`config.mk`:
```
export PLATFORM = sky130hd
export DESIGN_NAME = spi_slave_top
export DESIGN_NICKNAME = d
export VERILOG_FILES = /design/src/common/spi_pkg.sv /design/src/common/spi_frame_if.sv /design/src/spi_slave/spi_frame_rx.sv /design/src/spi_slave/spi_reg_exec.sv /design/src/spi_slave/spi_frame_tx.sv /design/src/hdl/spi_slave_top.sv
export SDC_FILE = /design/constraint.sdc
export NUM_CORES = 1
export LEC_CHECK = 0
export ABC_AREA = 1
export BUFFER_PORTS_ARGS = -buffer_cell sky130_fd_sc_hd__buf_2
export CORE_UTILIZATION = 32
export CTS_CLUSTER_DIAMETER = 80
export DETAILED_ROUTE_END_ITERATION = 8
export GPL_ROUTABILITY_DRIVEN = 1
export SLEW_MARGIN = 20
export SYNTH_ARGS = -nofsm -noshare
export SYNTH_HDL_FRONTEND = slang
export SYNTH_SLANG_ARGS = --single-unit
```
`constraint.sdc`:
```
create_clock -name clk -period 1.8 [get_ports clk]
set_input_delay 0.18 -clock clk [delete_from_list [all_inputs] [get_ports clk]]
set_output_delay 0.18 -clock clk [all_outputs]
set_load 0.01 [all_outputs]
```
`src/common/spi_pkg.sv`:
```
/*
 * Shared definitions for the SPI register slave. Frames are fixed at 16 bits, MSB first.
 * The mode values are fixed here. Only mode 0 with an active-low CS is exercised by the testbench.
 */

package spi_pkg;

  // ************************************************************
  // Frame format
  // ************************************************************

  // Bits per frame and the width of a counter that can hold the full count
  localparam int frame_bits   = 16;
  localparam int bit_cnt_bits = $clog2(frame_bits + 1);

  // Command field widths
  localparam int addr_bits = 7;
  localparam int data_bits = 8;

  // Register file size and the index width into it
  localparam int reg_count      = 16;
  localparam int reg_index_bits = $clog2(reg_count);

  // ************************************************************
  // SPI mode
  // ************************************************************

  // Clock idle level, data phase and CS active level (mode 0, CS low)
  localparam logic cpol            = 1'b0;
  localparam logic cpha            = 1'b0;
  localparam logic cs_active_level = 1'b0;

  // MISO word sent when the previous frame was not a read
  localparam logic [frame_bits-1:0] default_miso_word = 16'hCAFE;

  // One command word, write flag in the MSB
  typedef struct packed {
    logic                 wr;
    logic [addr_bits-1:0] addr;
    logic [data_bits-1:0] data;
  } spi_cmd_t;

  // The received word seen either as shifted bits or as a command
  typedef union packed {
    logic [frame_bits-1:0] raw;
    spi_cmd_t              cmd;
  } spi_word_u;

endpackage

```
`src/common/spi_frame_if.sv`:
```
/*
 * Strobes, received frame and response word shared by the receiver, the register file
 * and the MISO shifter. At most one strobe of each kind is high in a given cycle.
 */

interface spi_frame_if;

  // Pulses from the receiver, one clk wide each
  logic sample_stb;
  logic shift_stb;
  logic frame_start;
  logic frame_valid;

  // Word assembled from MOSI, stable from frame_valid until the next frame completes
  spi_pkg::spi_word_u frame;

  // Word the transmitter sends during the next frame
  logic [spi_pkg::frame_bits-1:0] resp;

  // Receiver drives all strobes and the frame
  modport rx (output sample_stb, shift_stb, frame_start, frame_valid, frame);

  // Register file consumes completed frames and produces the response
  modport exec (input frame_valid, frame, output resp);

  // MISO shifter follows the SCLK strobes
  modport tx (input sample_stb, shift_stb, frame_start, resp);

endinterface

```
`src/spi_slave/spi_frame_rx.sv`:
```
/*
 * SPI frame receiver. SCLK, MOSI and CS are asynchronous to clk and are oversampled.
 * Each SCLK half period must last 4 clk or more. Short frames are dropped and bits
 * after the sixteenth are ignored.
 */

module spi_frame_rx (
  input  logic clk,
  input  logic rst,
  input  logic sclk,
  input  logic mosi,
  input  logic cs_n,
  spi_frame_if.rx bus
);

  // Two-flop synchronizers, bit 1 is the usable copy
  logic [1:0] sclk_sync;
  logic [1:0] mosi_sync;
  logic [1:0] cs_sync;

  // Previous values for edge detection
  logic sclk_prev;
  logic cs_sel_prev;

  logic cs_sel;
  logic sclk_rise;
  logic sclk_fall;
  logic sample_edge;
  logic shift_edge;

  // Bits received in the current frame, saturates at frame_bits
  logic [spi_pkg::bit_cnt_bits-1:0] bit_cnt;
  logic [spi_pkg::frame_bits-1:0]   shift_q;
  logic [spi_pkg::frame_bits-1:0]   shift_next;
  logic                             take_bit;

  // ************************************************************
  // Pin synchronization and edge detection
  // ************************************************************

  always_ff @(posedge clk) begin
    if (rst) begin
      sclk_sync <= {2{spi_pkg::cpol}};
      cs_sync   <= {2{~spi_pkg::cs_active_level}};
      sclk_prev <= spi_pkg::cpol;
    end else begin
      sclk_sync <= {sclk_sync[0], sclk};
      cs_sync   <= {cs_sync[0], cs_n};
      sclk_prev <= sclk_sync[1];
    end
  end

  // MOSI is held for a full half period, so it needs no reset
  always_ff @(posedge clk) begin
    mosi_sync <= {mosi_sync[0], mosi};
  end

  assign cs_sel    = (cs_sync[1] == spi_pkg::cs_active_level);
  assign sclk_rise = sclk_sync[1] & ~sclk_prev;
  assign sclk_fall = ~sclk_sync[1] & sclk_prev;

  // Data is sampled on the rising edge when CPOL and CPHA agree, else on the falling one
  assign sample_edge = (spi_pkg::cpol == spi_pkg::cpha) ? sclk_rise : sclk_fall;
  assign shift_edge  = (spi_pkg::cpol == spi_pkg::cpha) ? sclk_fall : sclk_rise;

  // Strobes are registered, which puts them 2 to 3 clk behind the pin edge
  always_ff @(posedge clk) begin
    if (rst) begin
      bus.sample_stb  <= 1'b0;
      bus.shift_stb   <= 1'b0;
      bus.frame_start <= 1'b0;
      cs_sel_prev     <= 1'b0;
    end else begin
      bus.sample_stb  <= cs_sel & sample_edge;
      bus.shift_stb   <= cs_sel & shift_edge;
      bus.frame_start <= cs_sel & ~cs_sel_prev;
      cs_sel_prev     <= cs_sel;
    end
  end

  // ************************************************************
  // Bit counting and frame assembly
  // ************************************************************

  // MOSI is still stable one clk after the sampling strobe
  assign take_bit   = bus.sample_stb && cs_sel && (int'(bit_cnt) < spi_pkg::frame_bits);
  assign shift_next = {shift_q[spi_pkg::frame_bits-2:0], mosi_sync[1]};

  always_ff @(posedge clk) begin
    if (rst) begin
      bit_cnt         <= '0;
      bus.frame_valid <= 1'b0;
    end else begin
      bus.frame_valid <= 1'b0;
      // Releasing CS drops whatever part of a frame was collected
      if (!cs_sel) begin
        bit_cnt <= '0;
      end else if (take_bit) begin
        bit_cnt         <= bit_cnt + 1'b1;
        bus.frame_valid <= (int'(bit_cnt) == spi_pkg::frame_bits - 1);
      end
    end
  end

  always_ff @(posedge clk) begin
    if (take_bit) begin
      shift_q <= shift_next;
      if (int'(bit_cnt) == spi_pkg::frame_bits - 1) begin
        bus.frame.raw <= shift_next;
      end
    end
  end

endmodule

```
`src/spi_slave/spi_reg_exec.sv`:
```
/*
 * Command execution on a 16-byte register file. Writes above address 15 are dropped
 * and reads there return zero data. The response is ready 1 clk after frame_valid.
 */

module spi_reg_exec (
  input  logic clk,
  input  logic rst,
  spi_frame_if.exec bus
);

  // Completed frame seen through the command view
  spi_pkg::spi_cmd_t cmd;

  // Address falls inside the register file
  logic in_range;

  // Register contents for a read, zero when out of range
  logic [spi_pkg::data_bits-1:0] rd_data;

  // Byte-wide registers at addresses 0 to reg_count-1
  logic [spi_pkg::data_bits-1:0] regs [spi_pkg::reg_count];

  // ************************************************************
  // Command decode
  // ************************************************************

  assign cmd      = bus.frame.cmd;
  assign in_range = int'(cmd.addr) < spi_pkg::reg_count;

  // Only the low address bits index the array, the range check covers the rest
  assign rd_data = in_range ? regs[cmd.addr[spi_pkg::reg_index_bits-1:0]] : '0;

  // ************************************************************
  // Register update and response
  // ************************************************************

  // Registers start at zero, so a read before any write is defined
  always_ff @(posedge clk) begin
    if (rst) begin
      for (int i = 0; i < spi_pkg::reg_count; i++) begin
        regs[i] <= '0;
      end
    end else if (bus.frame_valid && cmd.wr && in_range) begin
      regs[cmd.addr[spi_pkg::reg_index_bits-1:0]] <= cmd.data;
    end
  end

  // The response waits in resp until the transmitter loads it at the next CS
  always_ff @(posedge clk) begin
    if (rst) begin
      bus.resp <= spi_pkg::default_miso_word;
    end else if (bus.frame_valid) begin
      if (cmd.wr) begin
        // A write has nothing to report
        bus.resp <= spi_pkg::default_miso_word;
      end else begin
        // Read echo is a zero bit, the address, then the data byte
        bus.resp <= {1'b0, cmd.addr, rd_data};
      end
    end
  end

endmodule

```
`src/spi_slave/spi_frame_tx.sv`:
```
/*
 * MISO shifter. The response is loaded when CS becomes active and the last bit is held
 * until CS is released. MISO is always driven since no tristate is modelled.
 */

module spi_frame_tx (
  input  logic clk,
  input  logic rst,
  input  logic cs_n,
  output logic miso,
  spi_frame_if.tx bus
);

  // Outgoing word, MSB is on the pin
  logic [spi_pkg::frame_bits-1:0] shift_q;

  // Shifts done in this frame, stops one short of the frame length
  logic [spi_pkg::bit_cnt_bits-1:0] shift_cnt;

  // Set once the master has taken the first bit
  logic sampled_q;

  // Frame in progress and shift register owns the pin
  logic busy_q;

  logic cs_sel;
  logic shift_en;

  assign cs_sel = (cs_n == spi_pkg::cs_active_level);

  // With CPHA 1 the first shift edge leads the first sample and must not move the data,
  // so shifting waits for a sample. With CPHA 0 a sample always comes first anyway
  assign shift_en = busy_q && bus.shift_stb && sampled_q &&
                    (int'(shift_cnt) < spi_pkg::frame_bits - 1);

  // ************************************************************
  // Frame control
  // ************************************************************

  always_ff @(posedge clk) begin
    if (rst) begin
      busy_q    <= 1'b0;
      sampled_q <= 1'b0;
      shift_cnt <= '0;
    end else if (bus.frame_start) begin
      busy_q    <= 1'b1;
      sampled_q <= 1'b0;
      shift_cnt <= '0;
    end else if (!cs_sel) begin
      busy_q <= 1'b0;
    end else begin
      if (bus.sample_stb) begin
        sampled_q <= 1'b1;
      end
      if (shift_en) begin
        shift_cnt <= shift_cnt + 1'b1;
      end
    end
  end

  // ************************************************************
  // Output shift register
  // ************************************************************

  always_ff @(posedge clk) begin
    if (bus.frame_start) begin
      shift_q <= bus.resp;
    end else if (shift_en) begin
      shift_q <= {shift_q[spi_pkg::frame_bits-2:0], 1'b0};
    end
  end

  // Between CS going active and frame_start the pending MSB is already on the pin,
  // which covers the synchronizer delay for CPHA 0
  assign miso = (cs_sel && busy_q) ? shift_q[spi_pkg::frame_bits-1]
                                   : bus.resp[spi_pkg::frame_bits-1];

endmodule

```
`src/hdl/spi_slave_top.sv`:
```
/*
 * SPI register slave top level. SPI pins are asynchronous to clk and are oversampled,
 * so SCLK half periods and CS gaps must each span 4 clk or more.
 */

module spi_slave_top (
  input  logic clk,
  input  logic rst,
  input  logic sclk,
  input  logic mosi,
  input  logic cs_n,
  output logic miso
);

  // Strobes, frame and response between the three blocks
  spi_frame_if bus ();

  // ************************************************************
  // Receive, execute, transmit
  // ************************************************************

  // Pin synchronization and frame assembly
  spi_frame_rx spi_frame_rx_i (
    .clk  (clk),
    .rst  (rst),
    .sclk (sclk),
    .mosi (mosi),
    .cs_n (cs_n),
    .bus  (bus.rx)
  );

  // Register file and response forming
  spi_reg_exec spi_reg_exec_i (
    .clk (clk),
    .rst (rst),
    .bus (bus.exec)
  );

  // MISO output shifter
  spi_frame_tx spi_frame_tx_i (
    .clk  (clk),
    .rst  (rst),
    .cs_n (cs_n),
    .miso (miso),
    .bus  (bus.tx)
  );

endmodule

```
==> metrics.txt <==
layout cells sized above 1 approximately 15%; Final Skew about 0.0074 ns; worst IR drop on VDD between 0.4 and 0.5 mV; crit path max fanout 8; Mapped Nets 895; drt drc 0; Slew HR roughly 65%; # rows 61; hold depth 3; WL met3 1220 um; chip height roughly 170 um; setup ws final a little under 0.08 ns; mapped cell area a little over 9000 um^2; crit end category register; CTS Buffer Depth 3; Top delay family on crit path simple AND/OR/NAND/NOR gates; leakage power ~4.5 nW; number of buffers added on ports 5; Antenna Cells 0; # IOs 6; combinational power share approximately 2.0%; routed wire length between 20000 and 25000 um; placed inst area around 10000 um^2; Mapped Avg Cell Area just over 10 um^2; internal cell power just over 8 mW; Syn-to-layout area delta 19.8%; switching power between 2 and 2.5 mW; share of the synthesized area in the top cell type 57.7%; CP Cell Sequence nor2_4, nand4_4, nor3_4, buf_4, nand2_4, buf_4, nor2_1; first-pass GRT wire length ~33000 um; Synth Register Bits 219; pre-CTS WS -0.0668 ns; Total GRT Usage around 15%; uppermost layer routed met4; switching share of power about a fifth; Yosys cell types 23; Achievable Freq 0.581 GHz; Seq pwr share a little over half; Synth area leaders edfxtp_1 (58%), dfxtp_1 (9.7%), nand2_1 (9.2%), nor2_1 (6.4%), nand3_1 (5.6%); MaxCap Viol Count 0; met1 wire length approximately 9000 um; post-detail-place hpwl ~14000 um; fraction of registers with async set/reset 0%; Crit path required time between 2 and 2.5 ns; top-count cell post-synth nand2_1; Fin. Hold Viols 0; clock share of power 43.7%; total gr overflow 0; drt pass-1 iters 5; Critical Path Stages 7; arrival time at the worst endpoint between 2 and 2.5 ns; delay of the slowest critical-path stage roughly 0.42 ns; CTS tree built; Post-DRT Antenna Nets 0; number of synthesized flops with an enable pin ~180; Routability Congestion around 0.81; vias in the first global route between 6k and 7k; H-tree depth 1; sequential share of the synthesized area just under 70%; Core ar. roughly 28000 um^2; DR iter-0 viols 429; worst hold path type input port to register; WL met2 around 10000 um; via count between 6k and 7k; Worst R2R Path Depth 7; RSZ-0062 raised after global routing true; Worst-path clk slew 0.06 ns; Slew Limit Fails 0; DIE WIDTH roughly 170 um; outcome complete, no violations; CTS buffer count 23; Power Dens Cells between 900 and 1000 nW/um^2; fin crit share a little over nine tenths; largest net degree at the start of global routing 33; Clock Root Buffer clkbuf_16; Synth top cells by count nand2_1 (222), edfxtp_1 (175), nor2_1 (155), nand3_1 (101), inv_1 (56); Post-Synthesis Cells around 900; warnings from Yosys 0; endpoints failing setup 0; slew at the pin closest to its max-slew limit ~0.53 ns; CTS Sinks around 220; via density per instance 4.58; Starting Density between 30% and 40%; final period demand of the worst path 1.72 ns; R2R setup slack between 0.07 and 0.08 ns; CP Launch Type register; # fillers between 2k and 3k; routed len/inst about 15 um; Die Footprint slightly below 30000 um^2; biggest area consumer among synthesized cells edfxtp_1; slowest stage cell, crit path edfxtp_1; critical setup path kind register to register; setup TNS 0 ns; Layout Nets between 900 and 1k; initial antenna violation count 1; main flop type after synthesis edfxtp_1; final instance area ~11000 um^2; Crit path buffers/inverters 2; Worst-Skew Late Latency around 0.51 ns; crit-path most repeated cell buf_4
[worst min-delay path, delay by kind of cell]
family                 cells  cell delay [ns]
buffers and inverters      2             0.31
and+or+nand+nor            1             0.06
[cells by family after synthesis]
group,after synthesis,share of synthesized area [%]
AO/OA/AOI/OAI,57,3.26
XOR/XNOR,2,0.192
adder cells (fa/ha/maj),3,0.412
buffers and inverters,99,4.22
flip-flops,219,67.4
AND/OR/NAND/NOR,507,24.5
[metal layers]
layer	vias up	track usage (%)
met5	-	0
met4	0	5.13
met3	37	2.73
met2	152	24.4
met1	2901	19.4
li1	3076	-
[per-stage QoR]
step	power, mW	cells	utilization [%]	hold slack (ns)
after CTS	10.4	1345	39.1	0.0690
after global routing	10.6	1346	39.2	0.0848
final	10.3	1346	39.2	0.0881
after detailed placement	5.89	1302	36.4	0.285
after global placement	5.88	1302	36.4	0.284
after floorplan	5.79	887	-	0.208
[final timing paths]
kind,to,start
setup / recovery,spi_reg_exec_i.regs[3][0],spi_frame_rx_i.bus.frame[13]
hold / removal,spi_reg_exec_i.bus.resp[12],rst
setup reg to reg,spi_reg_exec_i.regs[3][0],spi_frame_rx_i.bus.frame[13]
hold reg to reg,spi_frame_rx_i.mosi_sync[1],spi_frame_rx_i.mosi_sync[0]
[what timing repair did]
action | 4_1_cts | 5_1_grt
pin swaps | 0 | 2
buffers inserted | 0 | 1
hold buffers | 3 | 0
resized for setup | 4 | 3
endpoints found under the setup margin | 73 | 81
hold endpoints to repair | 4 | 0
[registers in the layout, summed over array words and instances, names as in the netlist, 2 cells and up, named ones only]
signal,cells
spi_frame_rx_i.sclk_sync,2
spi_reg_exec_i.bus.resp,16
spi_frame_tx_i.shift_cnt,5
spi_frame_rx_i.bit_cnt,5
spi_frame_rx_i.mosi_sync,2
spi_frame_rx_i.shift_q,15
spi_frame_rx_i.bus.frame,16
spi_frame_tx_i.shift_q,16
spi_reg_exec_i.regs,128
spi_frame_rx_i.cs_sync,2
[layout by cell type (no fill, tap or decap), types with 3 or more instances in the layout]
cell,instances
buf_2,5
a21oi_1,33
nand2_1,213
nor3_1,4
ha_1,3
buf_4,59
clkbuf_16,23
nand2_2,7
inv_1,56
or2_2,3
nand3_1,101
o22ai_1,3
clkinv_2,5
edfxtp_1,175
nor2_1,154
buf_12,12
dlygate4sd3_1,3
nand2_4,18
nor3_4,4
o21ai_0,18
clkinv_1,9
dfxtp_1,43
[final cells by class]
| cell class | instances | area, um^2 | area share (%) |
|---|---|---|---|
| Clock buffer | 25 | 583 | 5.34 |
| Clock inverter | 15 | 126 | 1.16 |
| Inverter | 61 | 229 | 2.10 |
| Multi-Input combinational cell | 569 | 2620 | 24.0 |
| Sequential cell | 219 | 6140 | 56.2 |
| Tap cell | 378 | 473 | 4.33 |
| Timing Repair Buffer | 79 | 738 | 6.77 |
[power by group through the flow]
| stage | Sequential, mW | Combinational [mW] | Clock [mW] |
|---|---|---|---|
| 5_1_grt | 5.58 | 0.235 | 4.79 |
| 3_5_place_dp | 5.68 | 0.204 | 0 |
| 3_3_place_gp | 5.68 | 0.201 | 0 |
| 2_1_floorplan | 5.67 | 0.119 | 0 |
| 4_1_cts | 5.57 | 0.211 | 4.57 |
| 6_report | 5.57 | 0.210 | 4.49 |
Power figures use the tool's default switching activity.
